**src/lsq_pkg.sv**
```systemverilog
package lsq_pkg;

    localparam int XLEN       = 32;
    localparam int ROB_TAG_W  = 5;
    localparam int OFFSET_W   = 12;
    localparam int LSQ_DEPTH  = 8;
    localparam int LSQ_PTR_W  = 3;
    localparam int MEM_WORDS  = 64;
    localparam int MEM_ADDR_W = 6;

    typedef enum logic {
        ls_load  = 1'b0,
        ls_store = 1'b1
    } ls_op_e;

    // source operand as seen by the queue.
    typedef struct packed {
        logic [ROB_TAG_W-1:0] tag;   // producer tag.
        logic                 ready; // value valid.
        logic [XLEN-1:0]      value;
    } operand_t;

    typedef struct packed {
        ls_op_e                     op;
        logic [ROB_TAG_W-1:0]       rob_tag;
        operand_t                   base;
        operand_t                   data;   // store data, unused for loads.
        logic signed [OFFSET_W-1:0] offset;
    } ls_insn_t;

    typedef struct packed {
        logic                 valid;
        logic [ROB_TAG_W-1:0] tag;
        logic [XLEN-1:0]      value;
    } cdb_t;

    // resolved operation handed to the unit.
    typedef struct packed {
        ls_op_e                     op;
        logic [ROB_TAG_W-1:0]       rob_tag;
        logic [XLEN-1:0]            base;
        logic [XLEN-1:0]            data;
        logic signed [OFFSET_W-1:0] offset;
    } ls_req_t;

    typedef struct packed {
        logic [ROB_TAG_W-1:0] rob_tag;
        logic [XLEN-1:0]      value;
    } wb_t;

endpackage

```
**src/ls_queue.sv**
```systemverilog
`timescale 1ns/1ps

module ls_queue (
    input  logic                          clk,
    input  logic                          arst_n,
    input  logic                          flush,
    input  logic                          dispatch_valid,
    input  lsq_pkg::ls_insn_t             dispatch_insn,
    output logic                          dispatch_ready,
    input  lsq_pkg::cdb_t                 cdb,
    input  logic                          commit_valid,
    input  logic [lsq_pkg::ROB_TAG_W-1:0] commit_tag,
    output logic                          issue_valid,
    output lsq_pkg::ls_req_t              issue_req,
    input  logic                          issue_ready
);

    lsq_pkg::ls_insn_t             entry [lsq_pkg::LSQ_DEPTH];
    logic [lsq_pkg::LSQ_DEPTH-1:0] entry_valid;
    logic [lsq_pkg::LSQ_DEPTH-1:0] entry_committed;
    logic [lsq_pkg::LSQ_PTR_W-1:0] head;
    logic [lsq_pkg::LSQ_PTR_W-1:0] tail;
    logic [lsq_pkg::LSQ_PTR_W:0]   count;

    lsq_pkg::ls_insn_t head_entry;
    lsq_pkg::ls_insn_t new_entry;
    logic              new_committed;
    logic              head_ok;
    logic              push;
    logic              pop;

    // capture a matching broadcast into a waiting operand.
    function automatic lsq_pkg::operand_t wake(input lsq_pkg::operand_t opnd,
                                               input lsq_pkg::cdb_t     bcast);
        lsq_pkg::operand_t res;
        res = opnd;
        if (!opnd.ready && bcast.valid && (bcast.tag == opnd.tag)) begin
            res.ready = 1'b1;
            res.value = bcast.value;
        end
        return res;
    endfunction

    assign push = dispatch_valid && dispatch_ready;
    assign pop  = issue_valid && issue_ready;

    assign dispatch_ready = (count != (lsq_pkg::LSQ_PTR_W + 1)'(lsq_pkg::LSQ_DEPTH));

    // dispatch path sees the cdb in the same cycle.
    always_comb begin
        new_entry      = dispatch_insn;
        new_entry.base = wake(dispatch_insn.base, cdb);
        new_entry.data = wake(dispatch_insn.data, cdb);
    end

    // commit may name a store in its dispatch cycle.
    assign new_committed = commit_valid
                           && (dispatch_insn.op == lsq_pkg::ls_store)
                           && (dispatch_insn.rob_tag == commit_tag);

    assign head_entry = entry[head];

    always_comb begin
        head_ok = entry_valid[head] && head_entry.base.ready;
        if (head_entry.op == lsq_pkg::ls_store) begin
            head_ok = head_ok && head_entry.data.ready && entry_committed[head];
        end
    end

    assign issue_valid = head_ok;

    always_comb begin
        issue_req.op      = head_entry.op;
        issue_req.rob_tag = head_entry.rob_tag;
        issue_req.base    = head_entry.base.value;
        issue_req.data    = head_entry.data.value;
        issue_req.offset  = head_entry.offset;
    end

    // entry payload, operands wake independently.
    always_ff @(posedge clk) begin
        for (int i = 0; i < lsq_pkg::LSQ_DEPTH; i++) begin
            entry[i].base <= wake(entry[i].base, cdb);
            entry[i].data <= wake(entry[i].data, cdb);
        end
        if (push) begin
            entry[tail] <= new_entry; // overrides the wakeup above.
        end
    end

    always_ff @(posedge clk or negedge arst_n) begin
        if (!arst_n) begin
            entry_valid     <= '0;
            entry_committed <= '0;
            head            <= '0;
            tail            <= '0;
            count           <= '0;
        end else if (flush) begin
            entry_valid     <= '0;
            entry_committed <= '0;
            head            <= '0;
            tail            <= '0;
            count           <= '0;
        end else begin
            for (int i = 0; i < lsq_pkg::LSQ_DEPTH; i++) begin
                if (commit_valid && entry_valid[i]
                    && (entry[i].op == lsq_pkg::ls_store)
                    && (entry[i].rob_tag == commit_tag)) begin
                    entry_committed[i] <= 1'b1;
                end
            end
            if (pop) begin
                entry_valid[head]     <= 1'b0;
                entry_committed[head] <= 1'b0;
                head                  <= head + 1'b1; // wraps at depth.
            end
            if (push) begin
                entry_valid[tail]     <= 1'b1;
                entry_committed[tail] <= new_committed;
                tail                  <= tail + 1'b1;
            end
            count <= count + (lsq_pkg::LSQ_PTR_W + 1)'(push)
                           - (lsq_pkg::LSQ_PTR_W + 1)'(pop);
        end
    end

endmodule

```
**src/ls_unit.sv**
```systemverilog
`timescale 1ns/1ps

module ls_unit (
    input  logic                           clk,
    input  logic                           arst_n,
    input  logic                           issue_valid,
    input  lsq_pkg::ls_req_t               issue_req,
    output logic                           issue_ready,
    output logic                           mem_en,
    output logic                           mem_we,
    output logic [lsq_pkg::MEM_ADDR_W-1:0] mem_addr,
    output logic [lsq_pkg::XLEN-1:0]       mem_wdata,
    input  logic [lsq_pkg::XLEN-1:0]       mem_rdata,
    output logic                           wb_valid,
    output lsq_pkg::wb_t                   wb,
    input  logic                           wb_ready
);

    logic                          s1_valid;
    lsq_pkg::ls_req_t              s1_req;
    logic [lsq_pkg::XLEN-1:0]      s1_addr;
    logic                          s2_valid;
    logic [lsq_pkg::ROB_TAG_W-1:0] s2_tag;
    logic                          wb_free;
    logic                          s2_free;

    assign wb_free = !wb_valid || wb_ready;
    assign s2_free = !s2_valid || wb_free;

    // stage one moves only when stage two can take it.
    assign issue_ready = !s1_valid || s2_free;

    assign s1_addr = s1_req.base
                     + {{(lsq_pkg::XLEN - lsq_pkg::OFFSET_W){s1_req.offset[lsq_pkg::OFFSET_W-1]}},
                        s1_req.offset};

    // no access while stalled, so mem_rdata holds.
    assign mem_en    = s1_valid && s2_free;
    assign mem_we    = (s1_req.op == lsq_pkg::ls_store);
    assign mem_addr  = s1_addr[lsq_pkg::MEM_ADDR_W+1:2]; // word index.
    assign mem_wdata = s1_req.data;

    always_ff @(posedge clk or negedge arst_n) begin
        if (!arst_n) begin
            s1_valid <= 1'b0;
        end else if (issue_ready) begin
            s1_valid <= issue_valid;
        end
    end

    always_ff @(posedge clk) begin
        if (issue_valid && issue_ready) begin
            s1_req <= issue_req;
        end
    end

    // read in flight, data shows on mem_rdata.
    always_ff @(posedge clk or negedge arst_n) begin
        if (!arst_n) begin
            s2_valid <= 1'b0;
        end else if (s2_free) begin
            s2_valid <= s1_valid && (s1_req.op == lsq_pkg::ls_load);
        end
    end

    always_ff @(posedge clk) begin
        if (mem_en) begin
            s2_tag <= s1_req.rob_tag;
        end
    end

    always_ff @(posedge clk or negedge arst_n) begin
        if (!arst_n) begin
            wb_valid <= 1'b0;
        end else if (wb_free) begin
            wb_valid <= s2_valid;
        end
    end

    always_ff @(posedge clk) begin
        if (wb_free && s2_valid) begin
            wb.rob_tag <= s2_tag;
            wb.value   <= mem_rdata;
        end
    end

endmodule

```
**src/data_mem.sv**
```systemverilog
`timescale 1ns/1ps

module data_mem (
    input  logic                           clk,
    input  logic                           arst_n,
    input  logic                           mem_en,
    input  logic                           mem_we,
    input  logic [lsq_pkg::MEM_ADDR_W-1:0] mem_addr,
    input  logic [lsq_pkg::XLEN-1:0]       mem_wdata,
    output logic [lsq_pkg::XLEN-1:0]       mem_rdata
);

    logic [lsq_pkg::XLEN-1:0] mem [lsq_pkg::MEM_WORDS];

    always_ff @(posedge clk or negedge arst_n) begin
        if (!arst_n) begin
            for (int i = 0; i < lsq_pkg::MEM_WORDS; i++) begin
                mem[i] <= '0;
            end
        end else if (mem_en && mem_we) begin
            mem[mem_addr] <= mem_wdata;
        end
    end

    // only a read updates the output.
    always_ff @(posedge clk or negedge arst_n) begin
        if (!arst_n) begin
            mem_rdata <= '0;
        end else if (mem_en && !mem_we) begin
            mem_rdata <= mem[mem_addr]; // old content.
        end
    end

endmodule

```
**src/lsq_top.sv**
```systemverilog
`timescale 1ns/1ps

module lsq_top (
    input  logic                          clk,
    input  logic                          arst_n,
    input  logic                          flush,
    input  logic                          dispatch_valid,
    input  lsq_pkg::ls_insn_t             dispatch_insn,
    output logic                          dispatch_ready,
    input  lsq_pkg::cdb_t                 cdb,
    input  logic                          commit_valid,
    input  logic [lsq_pkg::ROB_TAG_W-1:0] commit_tag,
    output logic                          wb_valid,
    output lsq_pkg::wb_t                  wb,
    input  logic                          wb_ready
);

    logic                           issue_valid;
    logic                           issue_ready;
    lsq_pkg::ls_req_t               issue_req;
    logic                           mem_en;
    logic                           mem_we;
    logic [lsq_pkg::MEM_ADDR_W-1:0] mem_addr;
    logic [lsq_pkg::XLEN-1:0]       mem_wdata;
    logic [lsq_pkg::XLEN-1:0]       mem_rdata;

    ls_queue u_queue (
        .clk            (clk),
        .arst_n         (arst_n),
        .flush          (flush),
        .dispatch_valid (dispatch_valid),
        .dispatch_insn  (dispatch_insn),
        .dispatch_ready (dispatch_ready),
        .cdb            (cdb),
        .commit_valid   (commit_valid),
        .commit_tag     (commit_tag),
        .issue_valid    (issue_valid),
        .issue_req      (issue_req),
        .issue_ready    (issue_ready)
    );

    ls_unit u_unit (
        .clk         (clk),
        .arst_n      (arst_n),
        .issue_valid (issue_valid),
        .issue_req   (issue_req),
        .issue_ready (issue_ready),
        .mem_en      (mem_en),
        .mem_we      (mem_we),
        .mem_addr    (mem_addr),
        .mem_wdata   (mem_wdata),
        .mem_rdata   (mem_rdata),
        .wb_valid    (wb_valid),
        .wb          (wb),
        .wb_ready    (wb_ready)
    );

    data_mem u_mem (
        .clk       (clk),
        .arst_n    (arst_n),
        .mem_en    (mem_en),
        .mem_we    (mem_we),
        .mem_addr  (mem_addr),
        .mem_wdata (mem_wdata),
        .mem_rdata (mem_rdata)
    );

endmodule

```
**config.mk**
```make
export PLATFORM = sky130hd
export DESIGN_NAME = lsq_top
export DESIGN_NICKNAME = d
export VERILOG_FILES = /design/src/lsq_pkg.sv /design/src/ls_queue.sv /design/src/ls_unit.sv /design/src/data_mem.sv /design/src/lsq_top.sv
export SDC_FILE = /design/constraint.sdc
export NUM_CORES = 2
export LEC_CHECK = 0
export BUFFER_PORTS_ARGS = -buffer_cell sky130_fd_sc_hd__clkbuf_2
export CORE_UTILIZATION = 40
export DETAILED_ROUTE_END_ITERATION = 10
export PLACE_DENSITY = 0.52
export SETUP_SLACK_MARGIN = 0.15
export SLEW_MARGIN = 25
export SYNTH_ARGS = -nofsm -noshare
export SYNTH_HDL_FRONTEND = slang
export SYNTH_SLANG_ARGS = --single-unit
```
**constraint.sdc**
```tcl
create_clock -name clk -period 5.6 [get_ports clk]
set_input_delay 1.12 -clock clk [delete_from_list [all_inputs] [get_ports clk]]
set_output_delay 1.12 -clock clk [all_outputs]
set_load 0.01 [all_outputs]
```
[After elaboration in Yosys (flattened, before gate mapping)]
Memory sizes are Yosys's and may differ from the RTL's.
Cells that the tools add are included.
Operators by class
  muxes and demuxes: 65
  order comparisons: 6
  bitwise gates (word level): 6
  reductions and logical operators: 102
  equal/unequal tests: 28
  $add $sub $neg: 5
Operator list (number)
  bitwise mux 2048 bit: 1
  two-way mux 33 bit: 18
  binary-select mux 32 bit (select 6 bit): 1
  demux 32 bit (select 6 bit): 1
  equality test 5 bit: 27
  two-way mux 32 bit: 3
  logical AND 1 bit: 75
  two-way mux 8 bit: 8
  two-way mux 1 bit: 23
  logical NOT 1 bit: 22
  bitwise AND 8 bit: 2
  two-way mux 3 bit: 4
  adder 8 bit: 1
  bitwise mux 8 bit: 1
  < comparator 3 x 4 -> 1 bit (second input constant): 2
  NOT 8 bit: 1
  OR 8 bit: 1
  greater-or-equal comparator 7 bit (second input constant): 1
  < comparator 7 x 1 -> 1 bit (second input constant): 1
  NOT 6 -> 7 bit: 1
  adder 3 x 1 -> 3 bit (second input constant): 2
  binary-select mux 1 bit (select 3 bit): 2
  demux 1 bit (select 3 bit): 2
  greater-or-equal comparator 3 x 1 -> 1 bit (second input constant): 2
  other kinds (7): 10
Storage, ports and cells
  memories: 1
  register bits after elaboration: 2205
  bits in writable memories: 752
  output and inout bits: 39
  bits of input ports: 143
Memory list
  u_queue.entry: words 8, width 94, read ports 9, clocked after memory_dff 0, write ports 9, line ls_queue.sv:18  | lsq_pkg::ls_insn_t entry [lsq_pkg::LSQ_DEPTH];

[Longest topological paths before layout]
  depth after elaboration: 12
  depth in mapped cells: 16
  mapped depth without buffers: 11

[Modules after synthesis]
Synthesis repeated with hierarchy kept, for this count alone.
Second synthesis, totals
  cell total of the unflattened synthesis: 9118
  area total of the unflattened synthesis: 134091.1 um^2
Modules (own cells, without submodules)
  data_mem: area each 94919.8 um^2, cells each 6658, instances 1, seq. area each 52049.9 um^2
  ls_queue: area each 35656.7 um^2, cells each 2286, instances 1, seq. area each 23232.3 um^2
  ls_unit: area each 3514.6 um^2, cells each 174, instances 1, seq. area each 2957.8 um^2

[Worst setup path after synthesis]
No wires, ideal clock.
  kind: in2reg
  start: input cdb[35] (netlist bit)
  end: memory u_queue.entry[1][12] (netlist bit) (enable)
  stages: 5
  arrival time: 5.662 ns
  required time: 5.085 ns
  path slack: -0.577 ns
  path through: clkbuf_1 -> buf_1 -> xnor2_1 -> nand4_1 -> o41ai_1
RTL lines
  from (decl): line lsq_top.sv:10  | input lsq_pkg::cdb_t cdb,
  to (decl): line ls_queue.sv:18

[Worst setup path in the final report]
  start: register u_unit.s1_req[2] (netlist bit)
  end: register u_mem.mem[834] (netlist bit)
Between the ends
  longest elaborated chain between the ends: 7
RTL lines
  from (decl): line ls_unit.sv:20  | lsq_pkg::ls_req_t s1_req;
  from (signal assigned): line ls_unit.sv:53  | s1_req <= issue_req;
  adder 8 bit (*): line ls_unit.sv:34  | + {{(lsq_pkg::XLEN - lsq_pkg::OFFSET_W){s1_req.offset[lsq_pkg::OFFSET_W-1]}},
  NOT 6 -> 7 bit (implied by the code) (*): line data_mem.sv:21  | mem[mem_addr] <= mem_wdata;
  greater-or-equal comparator 7 bit (implied by the code) or < comparator 7 x 1 -> 1 bit (tied branches): line data_mem.sv:21
  logical AND 1 bit (implied by the code): line data_mem.sv:21
  two-way mux 32 bit (implied by the code): line data_mem.sv:21
  demux 32 bit (select 6 bit) (*): line data_mem.sv:21
  bitwise mux 2048 bit (*): line data_mem.sv:21
  to (signal, indexed assignment): line data_mem.sv:21
  to (decl): line data_mem.sv:13  | logic [lsq_pkg::XLEN-1:0] mem [lsq_pkg::MEM_WORDS];
Mark *: on every way between the ends. The rest lies on a longest branch, timed or not.
A chain may end at the register's enable or synchronous reset.

==> results.rst <==
.. list-table::
   :header-rows: 1

   * - Metric
     - Value
   * - Classification of the worst-slack hold path
     - primary input to asynchronous set/reset pin
   * - Post-synthesis async set-or-reset flop share
     - 0.772
   * - Number of input and output port buffers inserted
     - 153
   * - CP Data Arrival Time
     - 5.50 ns
   * - Synth Area in Adders
     - 0.00147
   * - Max Freq
     - 0.211 GHz
   * - Met2 GRT Util
     - 0.418
   * - Critical Path Sink Type
     - register
   * - CTS tree
     - built
   * - Parity-gate share of the synthesized area counting xor and xnor cells
     - 0.0102
   * - Number of post-CTS setup repair buffers
     - 0
   * - Horizontal extent of the die
     - 560 µm
   * - Starting Density
     - 0.403
   * - Number of clock buffers inserted by TritonCTS
     - 315
   * - WL per Instance
     - 29.7 µm
   * - Final hold violations
     - 0
   * - Post-DP Area
     - 132000 µm²
   * - Met3 Resource Use GR
     - 0.0343
   * - Share of the clock period used by the worst path after layout
     - 0.845
   * - Largest net degree at the start of global routing
     - 195
   * - Synthesized area divided by synthesized cell count
     - 13.3 µm²
   * - Vert. Die Dim
     - 560 µm
   * - HPWL after DPL
     - 242000 µm
   * - Power per cell area
     - 386 nW/µm²
   * - Cell Rows
     - 204
   * - Number of nets produced by synthesis
     - 9508
   * - Max_slew headroom
     - 0.251
   * - Number of distinct standard cells referenced by the synthesized netlist
     - 89
   * - Top FF cell, synth
     - sky130_fd_sc_hd__dfrtp_1
   * - GRT overflow
     - 0
   * - I/O pin total
     - 182
   * - Worst reg-to-reg path cell count
     - 10
   * - Final net count
     - 9534
   * - Core footprint
     - 309000 µm²
   * - Clock Tree Buf Depth
     - 4
   * - Reg clk slew, reported paths
     - 0.06 ns
   * - Final count of negative-setup-slack endpoints
     - 0
   * - Busiest grt layer
     - met2
   * - Type of the worst setup path
     - register to register
   * - Lkg Pwr
     - 62.4 nW
   * - Cell area after synthesis
     - 124000 µm²
   * - Total power of the final layout
     - 54.9 mW
   * - Last weighted congestion value of the routability-driven placer
     - 0.807
   * - Detailed-route wire length
     - 409000 µm
   * - Largest voltage drop on the vdd net
     - 0.000307 V
   * - Post-CTS Hold Buffers
     - 0
   * - Worst-path maximum fanout
     - 23
   * - Final core utilization
     - 0.460
   * - Transition at the pin with the smallest max-transition slack
     - 1.12 ns
   * - Fraction of final layout cells sized beyond drive strength 1
     - 0.368
   * - Accumulated negative setup slack
     - 0 ns
   * - Initial detailed-routing violation count
     - 6423
   * - Remaining antenna violation count after routing
     - 0
   * - Multiplexer share of the synthesized area
     - 0.268
   * - Growth of design area from synthesis to finish
     - 14.2%
   * - Number of remaining DRC errors
     - 6
   * - Total die area
     - 313000 µm²
   * - GRT Total Usage
     - 0.258
   * - Antenna violations before repair
     - 38
   * - Final std cell area, no fill
     - 142000 µm²
   * - Worst hold slack
     - 0.182 ns
   * - Min Tclk post-route
     - 4.73 ns
   * - Crit start category
     - register
   * - Number of warnings printed during yosys synthesis
     - 0
   * - Compound-Gate Fraction of Synth Area
     - 0.0664
   * - Sequential area share after synthesis
     - 0.574
   * - Post-synth EDFFs
     - 624
   * - Number of global-route vias before repair
     - 82.2k
   * - Vias per Instance
     - 5.83
   * - Number of max-slew violations in the final report
     - 0
   * - CTS root buffer
     - sky130_fd_sc_hd__clkbuf_16
   * - Data required time at the worst endpoint
     - 6.37 ns
   * - Unrepaired setup endpoints after global routing
     - false
   * - DR pass1 iterations
     - 8
   * - Largest family of logic cells by synthesized area
     - multiplexers
   * - Number of H-tree levels
     - 5
   * - Clk sinks
     - 2733
   * - Number of synthesized register bits
     - 2733
   * - Via count
     - 80.1k
   * - Violations in the final reports
     - design-rule violations
   * - Number of instances in the synthesized netlist
     - 9351
   * - Count of max-cap constraint violations
     - 0
   * - Post-Route Skew
     - 0.0649 ns
   * - Number of instances resized during post-cts repair
     - 0
   * - Global Route met1 Usage
     - 0.360
   * - Post-synthesis share of cell area spent on and, or, nand and nor gates
     - 0.0461
   * - First-pass GRT wire length
     - 595000 µm
   * - Clock insertion delay at the later pin of the skew report
     - 0.93 ns
   * - Status
     - complete, but fails checks
==> cells in the final DEF, fill, tap and decap left out, types with 15 or more instances in the layout <==
cell type,Yosys,final
sky130_fd_sc_hd__o31ai_1,27,27
sky130_fd_sc_hd__clkbuf_2,0,152
sky130_fd_sc_hd__nand4_1,88,88
sky130_fd_sc_hd__a22oi_1,131,131
sky130_fd_sc_hd__o21bai_1,33,33
sky130_fd_sc_hd__clkinv_2,0,35
sky130_fd_sc_hd__a31oi_1,16,16
sky130_fd_sc_hd__clkbuf_16,0,322
sky130_fd_sc_hd__clkbuf_1,393,84
sky130_fd_sc_hd__a2111oi_0,38,38
sky130_fd_sc_hd__buf_12,0,86
sky130_fd_sc_hd__nor2_1,128,70
sky130_fd_sc_hd__edfxtp_1,624,624
sky130_fd_sc_hd__mux2_1,32,32
sky130_fd_sc_hd__inv_1,19,15
sky130_fd_sc_hd__o21ai_0,141,141
sky130_fd_sc_hd__xor2_1,29,29
sky130_fd_sc_hd__or4_1,29,29
sky130_fd_sc_hd__clkbuf_8,0,52
sky130_fd_sc_hd__nor2_4,0,58
sky130_fd_sc_hd__o22ai_1,283,283
sky130_fd_sc_hd__o32a_1,23,23
sky130_fd_sc_hd__buf_4,54,337
sky130_fd_sc_hd__xnor2_1,114,114
sky130_fd_sc_hd__nand2_1,856,855
sky130_fd_sc_hd__mux2_2,2316,2316
sky130_fd_sc_hd__bufinv_16,0,27
sky130_fd_sc_hd__nor4_1,88,86
sky130_fd_sc_hd__mux2i_1,605,605
sky130_fd_sc_hd__clkinv_1,1,21
sky130_fd_sc_hd__a21oi_1,405,405
sky130_fd_sc_hd__dfrtp_1,2109,2106
sky130_fd_sc_hd__mux4_2,40,40
==> layout make-up <==
type	count	area, µm²
Antenna cell	5	12.5
Clock buffer	458	9090
Clock inverter	108	1380
Fill cell	27400	167000
Inverter	21	78.8
Multi-Input combinational cell	5729	49800
Sequential cell	2733	71500
Tap cell	4120	5150
Timing Repair Buffer	577	5070
==> state kept, by name (all words and copies together), names as in the netlist, 5 cells and up <==
| signal | flops |
|---|---|
| u_mem.mem | 2048 |
| u_queue.entry | 528 |
| u_unit.wb | 37 |
| u_mem.mem_rdata | 32 |
| u_unit.mem_wdata | 32 |
| u_unit.s1_req | 21 |
| u_queue.entry_committed | 8 |
| u_queue.entry_valid | 8 |
| u_unit.s2_tag | 5 |
==> path summary, 6_finish.rpt <==
kind / to / startpoint / slack, ns
max: u_mem.mem[834] / u_unit.s1_req[2] / 0.87
min: u_mem.mem[1253] / arst_n / 0.18
max reg2reg: u_mem.mem[834] / u_unit.s1_req[2] / 0.87
min reg2reg: u_unit.wb[36] / u_unit.s2_tag[4] / 0.42
max in group asynchronous: u_mem.mem[2030] / arst_n / 3.76
min in group clk: u_unit.wb[36] / u_unit.s2_tag[4] / 0.42
==> cells by family after synthesis <==
family | after synthesis
compound gates | 1278
xor+xnor | 144
fa+ha+maj | 14
buf+inv | 889
flops | 2733
mux | 2993
simple gates | 1300
==> stage by stage <==
step | std cells | setup WS, ns
floorplan | 9351 | 0.996
global placement | 13200 | 1.13
detailed placement | 13200 | 1.04
CTS | 13700 | 0.961
global route | 13700 | 0.787
finish | 13800 | 0.867
==> where the power goes <==
group	total, mW	internal (mW)	switching (mW)
registers	23.3	22.4	0.978
logic	10.5	3.67	6.87
clock network	21.0	12.5	8.51
total	54.9	38.6	16.4
==> routing by layer <==
layer  vias up  share of wire
met5         -        0.00058
met4        36          0.030
met3       602          0.053
met2      2276           0.47
met1     42900           0.45
li1      34300              -
==> Yosys cell counts (all sizes together), types with 11 or more instances <==
| cell | count | share of area |
|---|---|---|
| a22o | 13 | 0.00091 |
| a221o | 12 | 0.00096 |
| o311a | 14 | 0.0011 |
| or3 | 13 | 0.00065 |
| a22oi | 131 | 0.0079 |
| o22ai | 285 | 0.014 |
| o31ai | 28 | 0.0017 |
| o311ai | 14 | 0.00098 |
| o41ai | 17 | 0.0012 |
| dfrtp | 2109 | 0.42 |
| a21oi | 407 | 0.016 |
| clkbuf | 393 | 0.012 |
| nand4 | 88 | 0.0044 |
| o21bai | 33 | 0.0020 |
| mux4 | 40 | 0.0072 |
| o21ai | 145 | 0.0060 |
| ha | 13 | 0.0013 |
| xor2 | 30 | 0.0022 |
| inv | 20 | 0.00060 |
| mux2 | 2348 | 0.21 |
| xnor2 | 114 | 0.0080 |
| o221ai | 11 | 0.00077 |
| buf | 475 | 0.021 |
| nor4 | 88 | 0.0044 |
| o32a | 23 | 0.0018 |
| a2111oi | 39 | 0.0028 |
| mux2i | 605 | 0.049 |
| a31oi | 16 | 0.00080 |
| o22a | 11 | 0.00077 |
| edfxtp | 624 | 0.15 |
| o211ai | 15 | 0.00094 |
| nor2 | 129 | 0.0039 |
| nand3 | 24 | 0.0010 |
| nand2 | 857 | 0.026 |
| or4 | 31 | 0.0019 |
==> critical path: stages (launching register included) <==
cell and delay (ns):
sky130_fd_sc_hd__edfxtp_1 0.38, sky130_fd_sc_hd__ha_1 0.42, sky130_fd_sc_hd__a21o_1 0.38, sky130_fd_sc_hd__o2111ai_1 0.45, sky130_fd_sc_hd__nand4b_1 0.27, sky130_fd_sc_hd__nand2_1 0.63, sky130_fd_sc_hd__nand2_1 0.39, sky130_fd_sc_hd__buf_4 0.34
sky130_fd_sc_hd__nor2_4 0.53, sky130_fd_sc_hd__buf_12 0.29, sky130_fd_sc_hd__mux2_2 0.37
No activity file was read; power rests on OpenSTA's default activity.
